File: config.mk
export PLATFORM = sky130hd
export DESIGN_NAME = layer_sequencer
export DESIGN_NICKNAME = d
export VERILOG_FILES = /design/src/cnn_ctrl_pkg.sv /design/src/fixed_point_pkg.sv /design/src/layer_sequencer.sv
export SDC_FILE = /design/constraint.sdc
export NUM_CORES = 1
export LEC_CHECK = 0
export BUFFER_PORTS_ARGS = -buffer_cell sky130_fd_sc_hd__buf_2
export CORE_MARGIN = 2
export CORE_UTILIZATION = 40
export CTS_BUF_LIST = sky130_fd_sc_hd__clkbuf_16
export DETAILED_ROUTE_END_ITERATION = 7
export PLACE_DENSITY_LB_ADDON = 0.1
export SYNTH_ARGS = -nofsm -noshare
export SYNTH_HDL_FRONTEND = slang
export SYNTH_SLANG_ARGS = --single-unit
File: constraint.sdc
create_clock -name clk -period 2 [get_ports clk]
set_clock_uncertainty 0.05 [all_clocks]
set_input_delay 0.2 -clock clk [delete_from_list [all_inputs] [get_ports clk]]
set_output_delay 0.2 -clock clk [all_outputs]
set_load 0.02 [all_outputs]
File: src/cnn_ctrl_pkg.sv
package cnn_ctrl_pkg;

    // Top-level layer FSM.
    typedef enum logic [2:0] {
        IDLE,
        CONV_K0,
        CONV_K1,
        POOL_K0,
        POOL_K1
    } layer_state_t;

    // Memory select, driven on csel.
    typedef enum logic [2:0] {
        MEM_NONE  = 3'd0,
        MEM_L0_K0 = 3'd1,   // Convolution map, kernel 0.
        MEM_L0_K1 = 3'd2,
        MEM_L1_K0 = 3'd3,   // Pooled map, kernel 0.
        MEM_L1_K1 = 3'd4
    } mem_sel_t;

endpackage

File: src/fixed_point_pkg.sv
package fixed_point_pkg;

    localparam int PIXEL_W = 20;
    localparam int ACC_W = 2 * PIXEL_W;
    localparam int FRAC_BITS = 16;

    // Rounding keeps bits KEEP_MSB..FRAC_BITS of the sum and adds ROUND_BIT.
    localparam int ROUND_BIT = FRAC_BITS - 1;
    localparam int KEEP_MSB = FRAC_BITS + PIXEL_W - 1;

    typedef logic signed [PIXEL_W-1:0] pixel_t;   // Q4.16 pixel and memory word.
    typedef logic signed [ACC_W-1:0] acc_t;       // Product and sum width.

    // 3x3 weights, row-major.
    localparam pixel_t KERNEL0 [0:8] = '{
        20'h0A89E, 20'h092D5, 20'h06D43,
        20'h01004, 20'hF8F71, 20'hF6E54,
        20'hFA6D7, 20'hFC834, 20'hFAC19
    };

    localparam pixel_t KERNEL1 [0:8] = '{
        20'hFDB55, 20'h02992, 20'hFC994,
        20'h050FD, 20'h02F20, 20'h0202D,
        20'h03BD7, 20'hFD369, 20'h05E68
    };

    localparam pixel_t BIAS0 = 20'h01310;
    localparam pixel_t BIAS1 = 20'hF7295;   // Negative bias.

endpackage
File: src/layer_sequencer.sv
`timescale 1ns/100ps

module layer_sequencer
    import fixed_point_pkg::*;
    import cnn_ctrl_pkg::*;
#(
    parameter int ADDR_W = 12
) (
    input  logic              clk,
    input  logic              reset,
    input  logic              ready,
    input  logic              fetch_done,
    input  logic              res_valid,
    input  pixel_t            res_data,
    input  logic [ADDR_W-1:0] res_index,
    input  logic              pool_done,
    input  logic              pool_valid,
    input  pixel_t            pool_data,
    input  logic [ADDR_W-1:0] pool_index,
    output logic              busy,
    output mem_sel_t          csel,
    output logic              kernel_sel,
    output logic              fetch_start,
    output logic              pool_start,
    output logic              cwr,
    output logic [ADDR_W-1:0] caddr_wr,
    output pixel_t            cdata_wr
);

    layer_state_t state;
    layer_state_t state_next;
    logic in_conv;
    logic in_pool;

    always_comb begin
        state_next = state;
        case (state)
            IDLE:    if (ready) state_next = CONV_K0;
            CONV_K0: if (fetch_done) state_next = CONV_K1;
            CONV_K1: if (fetch_done) state_next = POOL_K0;
            POOL_K0: if (pool_done) state_next = POOL_K1;
            POOL_K1: if (pool_done) state_next = IDLE;
            default: state_next = IDLE;
        endcase
    end

    always_ff @(posedge clk) begin
        if (reset) begin
            state <= IDLE;
            busy <= 1'b0;
            fetch_start <= 1'b0;
            pool_start <= 1'b0;
        end else begin
            state <= state_next;
            busy <= (state_next != IDLE);
            // One-cycle kick on entry to each worker state.
            fetch_start <= (state_next != state) &&
                           (state_next == CONV_K0 || state_next == CONV_K1);
            pool_start <= (state_next != state) &&
                          (state_next == POOL_K0 || state_next == POOL_K1);
        end
    end

    assign in_conv = (state == CONV_K0) || (state == CONV_K1);
    assign in_pool = (state == POOL_K0) || (state == POOL_K1);
    assign kernel_sel = (state == CONV_K1) || (state == POOL_K1);

    // While pooling, csel names the source map except in the write cycle.
    always_comb begin
        case (state)
            CONV_K0: csel = MEM_L0_K0;
            CONV_K1: csel = MEM_L0_K1;
            POOL_K0: csel = pool_valid ? MEM_L1_K0 : MEM_L0_K0;
            POOL_K1: csel = pool_valid ? MEM_L1_K1 : MEM_L0_K1;
            default: csel = MEM_NONE;
        endcase
    end

    always_comb begin
        if (in_pool) begin
            cwr = pool_valid;
            caddr_wr = pool_index;
            cdata_wr = pool_data;
        end else begin
            cwr = in_conv && res_valid;
            caddr_wr = res_index;
            cdata_wr = res_data;
        end
    end

endmodule

# Word-level counts from Yosys, hierarchy flattened
# Cells that the tools add are included.
[classes]
eq_ne = 9
muxes = 12
n_reduce_logical = 10
[ops]
columns = ["cell", "n"]
rows = [
  ["2-to-1 mux 20 bit", 1],
  ["2-to-1 mux 3 bit", 6],
  ["case mux 3 bit (5 select lines)", 1],
  ["equality test 3 x 2 -> 1 bit (second input constant)", 4],
  ["2-to-1 mux 12 bit", 1],
  ["case mux 3 bit (4 select lines)", 1],
  ["equality test 3 x 1 -> 1 bit (second input constant)", 2],
  ["equality test 3 bit (second input constant)", 2],
  ["logical OR 1 bit", 5],
  ["logical AND 1 bit", 3],
  ["zero test 3 bit", 1],
  ["inequality test 3 bit", 1],
  ["nonzero test 3 bit", 1],
  ["2-to-1 mux 2 bit", 1],
  ["2-to-1 mux 1 bit", 1],
]
[word_totals]
reg_bits = 6
input_bits = 71
output_inout_bits = 40
word_cells = 35

# Depth between registers and ports, before layout
[logic_depth]
word_depth = 5
mapped_depth = 5
mapped_depth_nobuf = 3

# Worst setup path before layout
# OpenSTA, ideal clock, no wires.
[synth_timing]
kind = "register to output"
from = "reg state[2]"
to = "out csel[1]"
t_arrival_ps = 1392
required_ps = 1750
path_slack_ps = 358
stages_incl_launch_ff = 6
n_path_buf = 3
cell_sequence = "dfxtp_1 -> buf_4 -> or3b_1 -> buf_6 -> buf_6 -> o22ai_1"
[synth_via]
elab_chain_len = 2
word_cells_on_any_way = 5
classes_between = "eq/ne (4); mux (1)"
[synth_rtl]
columns = ["element", "line_no", "rtl"]
rows = [
  ["start: declaration", "layer_sequencer.sv:30", "layer_state_t state;"],
  ["start signal: assignment", "layer_sequencer.sv:54", "state <= state_next;"],
  ["equality test 3 bit, or another cell as far along", "layer_sequencer.sv:70", "case (state)"],
  ["case mux 3 bit (4 select lines) *", "layer_sequencer.sv:70", ""],
  ["end: declaration", "layer_sequencer.sv:21", "output mem_sel_t csel,"],
]
# Mark *: on every way between the ends. The rest lies on a longest branch, timed or not.

# Worst setup path in the final report
[layout_timing]
from = "reg state[2]"
to = "out caddr_wr[9]"
[layout_via]
elab_chain_len = 3
word_cells_on_any_way = 4
classes_between = "eq/ne (2); mux (1); reduce/logical (1)"
[layout_rtl]
columns = ["element", "line_no", "rtl"]
rows = [
  ["equality test 3 x 2 -> 1 bit or equality test 3 bit (tied branches)", "layer_sequencer.sv:65", "assign in_pool = (state == POOL_K0) || (state == POOL_K1);"],
  ["logical OR 1 bit *", "layer_sequencer.sv:65", ""],
  ["2-to-1 mux 12 bit *", "layer_sequencer.sv:80", "if (in_pool) begin"],
  ["end: declaration", "layer_sequencer.sv:26", "output logic [ADDR_W-1:0] caddr_wr,"],
]
# Marked as above.

==> results.md <==
- First-pass GRT wire length: 7.113 mm
- Synth Instances: 192
- Wirelength, routed: 4.191 mm
- Global Route Usage Sum: 21.32%
- Largest family of logic cells by synthesized area: compound AO/OA/AOI/OAI gates
- Antenna Nets Post-Route: 0
- Hold crit path type: in2reg
- Die Y: 62.39 microns
- Logic gate share of total power: 53.1%
- Ports: 111
- CP delay by family, top: buffers and inverters
- Clock power frac: 33.1%
- CP Max Fanout: 26
- DR iter-0 viols: 127
- P_leak: 0.8946 nW
- Post-synthesis sequential area ratio: 8.807%
- Post CTS Setup Buffer Count: 0
- Via count: 1854
- Initial antenna violation count: 0
- Outcome: finished, final reports clean
- R2r worst-path depth: 4
- Switching Fraction: 37.21%
- Hold-fix buffers, CTS: 0
- Max IR drop VDD: 0.0001915 V
- Final Core Density: 60.36%
- Max_cap viols: 0
- Final #Nets: 365
- Worst-path clk slew: 40 ps
- Max clock buf depth: 2
- PortBufs: 110
- Crit path DAT: 1650 ps
- WP buf/inv: 2
- Setup tns final: 0 ps
- Critical Path End: caddr_wr[9]
- Ys async rst share: 0%
- CP max stage delay: 390 ps
- Slew headroom: 77.32%
- Post-Syn Area: 1364 sq um
- Drt wl/cell: 12.40 microns
- Die area: 3893 sq um
- RR Startpoint: state[0]
- DP HPWL: 3.166 mm
- ANT cells: 0
- FF-to-FF setup slack: 520 ps
- Mean area per synthesized cell: 7.103 sq um
- Synth cell types: 27
- Die span in x: 62.39 microns
- Clock Sinks: 6
- Starting Density: 41.19%
- Required time of the critical path: 1750 ps
- Crit path launch type: flip-flop
- CP Class: reg2out
- Num CTS Buffers: 3
- Synth Area in XOR/XNOR: 0%
- Commonest non-fill, non-tap cell in the layout: buf_2
- Drt first pass iters: 4
- Syn nets: 263
- Final instance area: 1998 sq um
- Post-cts gate resize count: 0
- Post-synthesis mux area share: 3.028%
- Core Rows: 21
- Final count of negative-setup-slack endpoints: 0
- # fillers: 327
- Layout cells sized above 1: 43.84%
- Overflow after GRT: 0
- Crit-path cells: or3b_1 -> buf_4 -> o221a_1 -> buf_2
- Number of flops mapped to enable cells by yosys: 0
- Final hold violations: 0
- Synth Area in Compound Gates: 41.74%
- TritonCTS clock tree: done
- DRC: 0
- Yosys reg bits: 6
- RSZ-0062 raised after global routing: false
- Adder-Cell Fraction of Synth Area: 0%
- Worst skew pair latency: 230 ps
- Reg power frac: 13.7%
- Layout area overhead: 46.51%
- Sequential cell area: 121.4 sq um
- Core area: 3311 sq um
- WHS: 160.9 ps
- Multi-input gate area: 1100 sq um
- Highest-delay cell along the critical path: or3b_1
- Area post-placement: 1921 sq um
- Least-Margin Pin Slew: 331.7 ps
- Vias in the first global route: 1644
- Final Power: 988.8 uW
- Instance count on the critical path: 4
- NetSw: 367.9 uW
- Ys Warns: 0
- Most frequent cells in the layout: buf_2, nor2_1, nor3b_1, o21ai_1, o221a_1
- Simple-gate share of the synthesized area: 35.69%
- Clock H-tree levels: 1
- Slew Limit Fails: 0
- Fin crit share: 95.06%
- Worst Setup SP: state[2]
- Crit end category: output port
- Cell Pwr Density: 494.9 nW/um^2
- Most common flop cell mapped by yosys: dfxtp_1
- Fmax: 526.0 MHz
- CTS root buf: clkbuf_16
- Clock period minus final worst setup slack: 1901 ps
- Gpl congestion: 0.7785
- R2r endpoint: state[0]
- Pint: 620.9 uW
- Pin count of the biggest net entering global routing: 36
- Vias per inst: 5.485
[registers in the layout, indices dropped and copies added (netlist names)]
register	cells
fetch_start	1
pool_start	1
busy	1
state	3
[power groups by stage]
stage | Sequential (mW) | Clock, mW | Combinational (mW)
finish | 0.136 | 0.328 | 0.525
global placement | 0.137 | 0 | 0.524
floorplan | 0.140 | 0 | 0.337
detailed placement | 0.137 | 0 | 0.527
global route | 0.137 | 0.341 | 0.576
CTS | 0.136 | 0.331 | 0.529
[worst min-delay path by stage]
stage	from	end	cells after the start
6_report	reset	state[2]	2
2_1_floorplan	reset	state[2]	1
3_3_place_gp	reset	state[2]	2
5_1_grt	reset	state[2]	2
4_1_cts	reset	state[2]	2
3_5_place_dp	reset	state[2]	2
[cell usage after synthesis (2+ instances only)]
master    instances  area share [%]
o21ai_1          33              12
buf_6             4             3.3
nor3_1            2            0.73
nor2_1           34             9.4
nand2b_1          2            0.92
clkbuf_1         10             2.8
nor3b_1          33              18
nor4_1            2            0.92
a21oi_1           4             1.5
dfxtp_1           6             8.8
mux2i_1           3             2.2
buf_4             2             1.1
nor2b_1           4             1.8
o221a_1          32              26
buf_2             9             3.3
[metrics by stage]
step                      setup WS [ps]  instances
after floorplan                   357.7        192
after global placement            330.4        335
after detailed placement          306.3        335
after CTS                         56.96        338
after global routing              19.76        338
final                             98.88        338
[routing by layer]
metal / global-route usage [%] / share of wire (%)
met5: 0 / 0
met4: 5.833 / 1.0
met3: 3.063 / 6.1
met2: 38.04 / 49
met1: 26.77 / 44
[cell type report]
type | instances | area share, %
Sequential cell | 6 | 6.074
Multi-Input combinational cell | 160 | 55.04
Timing Repair Buffer | 122 | 32.06
Tap cell | 46 | 2.880
Inverter | 1 | 0.1879
Clock buffer | 3 | 3.757
[cell families after synthesis]
| family | Yosys count |
|---|---|
| multiplexers | 4 |
| AND/OR/NAND/NOR | 84 |
| AO/OA/AOI/OAI | 72 |
| flip-flops | 6 |
| buffers and inverters | 26 |
Note: power is estimated with default switching activity, not from simulation.
