## src/fixed_point_pkg.sv

```systemverilog
package fixed_point_pkg;

    localparam int PIXEL_W = 20;
    localparam int ACC_W = 2 * PIXEL_W;
    localparam int FRAC_BITS = 16;

    // Rounding keeps bits KEEP_MSB..FRAC_BITS of the sum and adds ROUND_BIT.
    localparam int ROUND_BIT = FRAC_BITS - 1;
    localparam int KEEP_MSB = FRAC_BITS + PIXEL_W - 1;

    typedef logic signed [PIXEL_W-1:0] pixel_t;   // Q4.16 pixel and memory word.
    typedef logic signed [ACC_W-1:0] acc_t;       // Product and sum width.

    // 3x3 weights, row-major.
    localparam pixel_t KERNEL0 [0:8] = '{
        20'h0A89E, 20'h092D5, 20'h06D43,
        20'h01004, 20'hF8F71, 20'hF6E54,
        20'hFA6D7, 20'hFC834, 20'hFAC19
    };

    localparam pixel_t KERNEL1 [0:8] = '{
        20'hFDB55, 20'h02992, 20'hFC994,
        20'h050FD, 20'h02F20, 20'h0202D,
        20'h03BD7, 20'hFD369, 20'h05E68
    };

    localparam pixel_t BIAS0 = 20'h01310;
    localparam pixel_t BIAS1 = 20'hF7295;   // Negative bias.

endpackage
```

## src/pool_reader.sv

```systemverilog
`timescale 1ns/100ps

module pool_reader
    import fixed_point_pkg::*;
#(
    parameter int IMG_W = 64,
    localparam int ADDR_W = $clog2(IMG_W * IMG_W)
) (
    input  logic              clk,
    input  logic              reset,
    input  logic              pool_start,
    input  pixel_t            cdata_rd,
    output logic              crd,
    output logic [ADDR_W-1:0] caddr_rd,
    output logic              pool_valid,
    output pixel_t            pool_data,
    output logic [ADDR_W-1:0] pool_index,
    output logic              done
);

    localparam int HALF_W = IMG_W / 2;
    localparam int BLK_W = (HALF_W > 1) ? $clog2(HALF_W) : 1;

    logic running;
    logic [2:0] phase;   // 0..3 reads, 4 output.
    logic [BLK_W-1:0] brow;
    logic [BLK_W-1:0] bcol;
    logic last_blk;
    pixel_t max_q;
    pixel_t max_next;

    assign last_blk = (brow == BLK_W'(HALF_W - 1)) && (bcol == BLK_W'(HALF_W - 1));
    assign crd = running && (phase != 3'd4);

    // Read order TL, TR, BL, BR.
    assign caddr_rd = ADDR_W'((2*brow + phase[1]) * IMG_W + 2*bcol + phase[0]);

    // First read seeds the maximum.
    assign max_next = ((phase == 3'd0) || (cdata_rd > max_q)) ? cdata_rd : max_q;

    always_ff @(posedge clk) begin
        if (reset) begin
            running <= 1'b0;
            phase <= 3'd0;
            brow <= '0;
            bcol <= '0;
            pool_valid <= 1'b0;
            done <= 1'b0;
        end else begin
            pool_valid <= running && (phase == 3'd3);
            done <= running && (phase == 3'd3) && last_blk;   // Same cycle as last write.
            if (pool_start) begin
                running <= 1'b1;
                phase <= 3'd0;
                brow <= '0;
                bcol <= '0;
            end else if (running) begin
                if (phase == 3'd4) begin
                    phase <= 3'd0;
                    if (last_blk) begin
                        running <= 1'b0;
                    end else if (bcol == BLK_W'(HALF_W - 1)) begin
                        bcol <= '0;
                        brow <= brow + 1'b1;
                    end else begin
                        bcol <= bcol + 1'b1;
                    end
                end else begin
                    phase <= phase + 1'b1;
                end
            end
        end
    end

    always_ff @(posedge clk) begin
        if (running) begin
            max_q <= max_next;
            if (phase == 3'd3) begin
                pool_data <= max_next;
                pool_index <= ADDR_W'(brow * HALF_W + bcol);
            end
        end
    end

endmodule

```

## config.mk

```make
export PLATFORM = sky130hd
export DESIGN_NAME = pool_reader
export DESIGN_NICKNAME = d
export VERILOG_FILES = /design/src/fixed_point_pkg.sv /design/src/pool_reader.sv
export SDC_FILE = /design/constraint.sdc
export NUM_CORES = 1
export LEC_CHECK = 0
export BUFFER_PORTS_ARGS = -buffer_cell sky130_fd_sc_hd__buf_2
export CAP_MARGIN = 20
export CORE_MARGIN = 2
export CORE_UTILIZATION = 33
export CTS_CLUSTER_SIZE = 24
export DETAILED_ROUTE_END_ITERATION = 7
export PLACE_DENSITY = 0.59
export SYNTH_ARGS = -nofsm -noshare
export SYNTH_HDL_FRONTEND = slang
export SYNTH_SLANG_ARGS = --single-unit
```

## constraint.sdc

```tcl
create_clock -name clk -period 2.5 [get_ports clk]
set_input_delay 0.25 -clock clk [delete_from_list [all_inputs] [get_ports clk]]
set_output_delay 0.25 -clock clk [all_outputs]
set_load 0.03 [all_outputs]
```

## Word-level counts from Yosys, hierarchy flattened

Cells that the tools add are included.

| operators by class | value |
|---|---|
| add/subtract/negate cells | 7 |
| $lt $le $gt $ge | 1 |
| equal/unequal tests | 5 |
| multiplexer cells | 7 |
| bitwise logic cells | 1 |
| reductions and logical operators | 10 |

Operator list:

| operator | number |
|---|---|
| $gt 20x20->1 | 1 |
| $mux 20 | 1 |
| $add 12x1->12 | 1 |
| $add 12x6->12 | 1 |
| $add 10x5->11 | 1 |
| $add 5x1->5 const B | 2 |
| $eq 5x5->1 const B | 2 |
| $add 6x1->6 | 1 |
| $mux 5 | 1 |
| $logic_and 1x1->1 | 4 |
| $mux 1 | 4 |
| $reduce_and 4->1 | 1 |
| $add 3x1->3 const B | 1 |
| $eq 3x2->1 const B | 1 |
| $eq 3x3->1 const B | 1 |
| $logic_not 3->1 | 1 |
| $mux 3 | 1 |
| $ne 3x3->1 const B | 1 |
| $reduce_and 3->1 | 1 |
| $reduce_and 2->1 | 1 |
| $reduce_or 2->1 | 1 |
| $logic_or 1x1->1 | 1 |
| $not 1->1 | 1 |

| word-level totals | value |
|---|---|
| flip-flop bits (word level) | 68 |
| input port bits | 23 |
| output and inout port bits | 47 |
| logic and storage cells | 40 |

## Depth between registers and ports, before layout

| depth | value |
|---|---|
| depth in word-level cells | 6 |
| mapped depth | 11 |
| gate-level depth less buffers | 9 |

## Worst setup path after synthesis

Ideal clock, no wire load.

| timing path | value |
|---|---|
| path type | register to register |
| start point | reg max_q[5] |
| end point | reg max_q[10], data pin |
| library setup time | 0.280 ns |
| arrival | 2.147 ns |
| required time | 2.220 ns |
| slack | 0.073 ns |
| cell stages (with the launch flop) | 11 |
| path buffers | 2 |
| period minus slack after synthesis | 2.427 ns |
| path through | edfxtp_1 > inv_1 > ha_1 > a211oi_2 > nor2_1 > o311a_1 > or2_1 > buf_2 > buf_6 > a221oi_2 > o311ai_1 |

| between the ends | value |
|---|---|
| longest elaborated chain between the ends | 3 |

RTL lines:

| element | RTL line | RTL |
|---|---|---|
| start, declared | pool_reader.sv:29 | `pixel_t max_q;` |
| start signal, assigned | pool_reader.sv:77 | `max_q <= max_next;` |
| $gt 20x20->1 | pool_reader.sv:39 | `assign max_next = ((phase == 3'd0) \|\| (cdata_rd > max_q)) ? cdata_rd : max_q;` |
| $logic_or 1x1->1 | pool_reader.sv:39 |  |
| $mux 20 | pool_reader.sv:39 |  |
| net max_next[10] | pool_reader.sv:30 | `pixel_t max_next;` |

The timed path passes the listed nets, and every way through them passes these cells.
A chain may end at the register's enable or synchronous reset.

## Worst setup path in the final report

| timing path | value |
|---|---|
| start point | reg max_q[13] |
| end point | reg max_q[12], data pin |

The elaborated chain is that of the path after synthesis.

==> flow_metrics.tcl <==
set metrics [dict create \
    via_count 4142 \
    fin_util_pct 49.9 \
    htree_levels 3 \
    path_common_cell "buf_6" \
    fin_cells 773 \
    synth_warnings 0 \
    path_clk_slew_ns 0.06 \
    synth_area_per_cell_um2 9.58 \
    synth_edf_count 50 \
    gp_congestion 0.826 \
    fp-row-count 41 \
    finalCritPeriodShare_pct 103 \
    clkSinkCount 66 \
    numPlacedInstances 708 \
    period_needed_ns 2.57 \
    yosysUniqueCellTypes 43 \
    fin_hold_ws_ns 0.0963 \
    synth_top_area_share_pct 35.1 \
    drv_slew 0 \
    hpwl_mm 8.15 \
    yosys-top-cells-area "edfxtp_1 35%, ha_1 7.9%, dfxtp_1 7.5%" \
    area_growth_pct 47.1 \
    seq_area_frac_synth_pct 42.6 \
    yosysMostFrequentCell "nand2_1" \
    async_reset_ff_share_pct 0 \
    max_freq_mhz 388 \
    rsz0062_at_grt "yes" \
    setup_viol 38 \
    route.detailed.drc 0 \
    io_pins 70 \
    insertion_delay_ns 0.33 \
    netlist.top_cell.by_area "edfxtp_1" \
    grt_max_degree 73 \
    powerDensity_mw_per_mm2 598 \
    start_kind "flop" \
    worstPathArrival_ns 2.61 \
    hold_viol 0 \
    numCtsBuffers 9 \
    leakage_nw 2.58 \
    worst_ir_drop_vdd_v 0.000306 \
    worst-path-max-fanout 6 \
    violations "setup timing" \
    start_util_pct 33.9 \
    final_nets 646 \
    vias_per_cell 5.36 \
    netlist_instances 447 \
    worstMarginPinSlew_ns 0.792 \
    gr-usage-all-layers_pct 18.5 \
    grt_pass1_vias 4083 \
    maxSlewHeadroom_pct 47.2 \
    fin_worst_skew_ns 0.00938 \
    dr.pass1.iters 5 \
    fp.dieH_um 118 \
    ant_nets 0 \
    drv_cap 0 \
    clockBufferDepth 2 \
    drt-initial-drc-count 254 \
    grt_pass1_wl_mm 20.4 \
    critPathKind "flop to flop" \
    cts_tree "yes" \
    pre_cts_slack_ns -0.188 \
    status "complete, but fails checks" \
    setup_tns_ns -1.08 \
    crit_chain "inv_2, ha_4, nand4_1, nor4_4, buf_4, a211oi_4, buf_6, buf_6, buf_6, nor4_1, a21oi_2, o311ai_2" \
    hold_path.class "primary input to flop" \
    n_antenna_cell 0 \
    grt_overflow 0 \
    slowest_delay_ns 0.46 \
    die_area_mm2 0.0139 \
    wl_per_cell_um 17.8 \
    antenna_found_initial 1 \
    die_w_um 118 \
    port-buffer-count 67 \
    drive_gt1_share_pct 46.8 \
    wirelength_mm 13.7 \
    slowest_stage "a211oi_4" \
    end_kind "flop" \
    ys.flop_type "edfxtp_1" \
    synth_seq_cells 66 \
    worst_slack_ns -0.0749 \
    core_mm2 0.0126 \
    worstPathRequired_ns 2.54 \
    yosys-top-cells-count "53 x nand2_1, 50 x edfxtp_1, 45 x inv_1" \
    cts_root_buffer "clkbuf_16" \
    synth_area_mm2 0.00428 \
]
## power breakdown
group / internal [mW] / total (mW) / switching, mW
sequential: 1.26 / 1.29 / 0.0273
clock: 0.800 / 1.27 / 0.473
combinational: 0.557 / 1.20 / 0.646
## timing repair
| item | in CTS | in global routing |
|---|---|---|
| setup buffers | 28 | 19 |
| setup endpoints to repair | 40 | 40 |
| pin swaps | 10 | 23 |
| hold buffers | 0 | 0 |
| gates resized for setup | 27 | 53 |
| cloned | 1 | 2 |
## through the flow
stage               total power, mW  cell area [µm²]
detailed placement             2.13             5150
global placement               2.10             5150
CTS                            3.58             5830
floorplan                      1.85             4280
finish                         3.76             6300
global route                   3.93             6300
## logic make-up (layout without fill, tap and decap cells)
| group | count (synthesis) | count (layout) | share of synthesized area, % |
|---|---|---|---|
| AND/OR/NAND/NOR | 174 | 174 | 21.5 |
| AO/OA/AOI/OAI | 91 | 91 | 18.2 |
| buffers and inverters | 84 | 237 | 8.86 |
| flip-flops | 66 | 66 | 42.6 |
| adder cells (fa/ha/maj) | 27 | 27 | 7.89 |
| XOR/XNOR | 2 | 2 | 0.409 |
| multiplexers | 2 | 2 | 0.497 |
| other | 1 | 2 | 0.0876 |
## routing by layer
layer  vias to the layer above  GRT usage, %  wire length [µm]
li1                       1944             -                 -
met1                      2008          23.4              6000
met2                       152          30.4              6590
met3                        36          3.10               714
met4                         2          9.41               430
met5                         -             0                11
## state kept, by name, summed over array words and instances (netlist names)
register    cells
brow            5
running         1
pool_index     10
done            1
max_q          20
phase           3
bcol            5
pool_valid      1
pool_data      20
## area by class of cell
class                           count  area [µm²]
Clock buffer                       12         246
Clock inverter                      4        51.3
Inverter                           45         169
Timing Repair Buffer              176        1330
Fill cell                        1117        6320
Multi-Input combinational cell    298        2460
Sequential cell                    66        1820
Tap cell                          172         215
## path summary, 6_finish.rpt
kind / cells after the start / end / startpoint / slack, ns
worst max register to register: 12 / max_q[12] / max_q[13] / -0.07
worst max-delay path: 12 / max_q[12] / max_q[13] / -0.07
worst min register to register: 0 / pool_index[3] / bcol[3] / 0.50
worst min-delay path: 2 / running / reset / 0.1
## cell usage in the layout (no fill, tap or decap), types with 4 or more instances in the layout
| cell type | Yosys | layout |
|---|---|---|
| clkbuf_16 | 0 | 10 |
| o311ai_2 | 0 | 10 |
| a21oi_1 | 33 | 23 |
| buf_12 | 0 | 7 |
| nor4_2 | 0 | 4 |
| buf_4 | 5 | 89 |
| nor3_1 | 20 | 17 |
| a221oi_2 | 20 | 13 |
| nor4_1 | 20 | 16 |
| o311ai_1 | 20 | 10 |
| inv_2 | 0 | 11 |
| nor2_2 | 10 | 10 |
| o21ai_0 | 5 | 4 |
| buf_2 | 12 | 67 |
| a221oi_4 | 0 | 7 |
| a21oi_2 | 0 | 10 |
| ha_1 | 27 | 18 |
| nor2b_1 | 4 | 4 |
| dfxtp_1 | 16 | 15 |
| nand3_1 | 8 | 8 |
| nand2_1 | 53 | 51 |
| buf_6 | 4 | 9 |
| ha_4 | 0 | 9 |
| inv_1 | 45 | 34 |
| edfxtp_1 | 50 | 50 |
| nor3b_1 | 21 | 19 |
| nor2_1 | 24 | 24 |
## critical path: cells and delay by family (launching register included)
kind / cells / cell delay (ns)
AOI/OAI and AO/OA: 3 / 0.72
adders and majority gates: 1 / 0.21
buffers and inverters: 5 / 0.65
DFF: 1 / 0.40
and+or+nand+nor: 3 / 0.29
No activity file was read; power rests on OpenSTA's default activity.
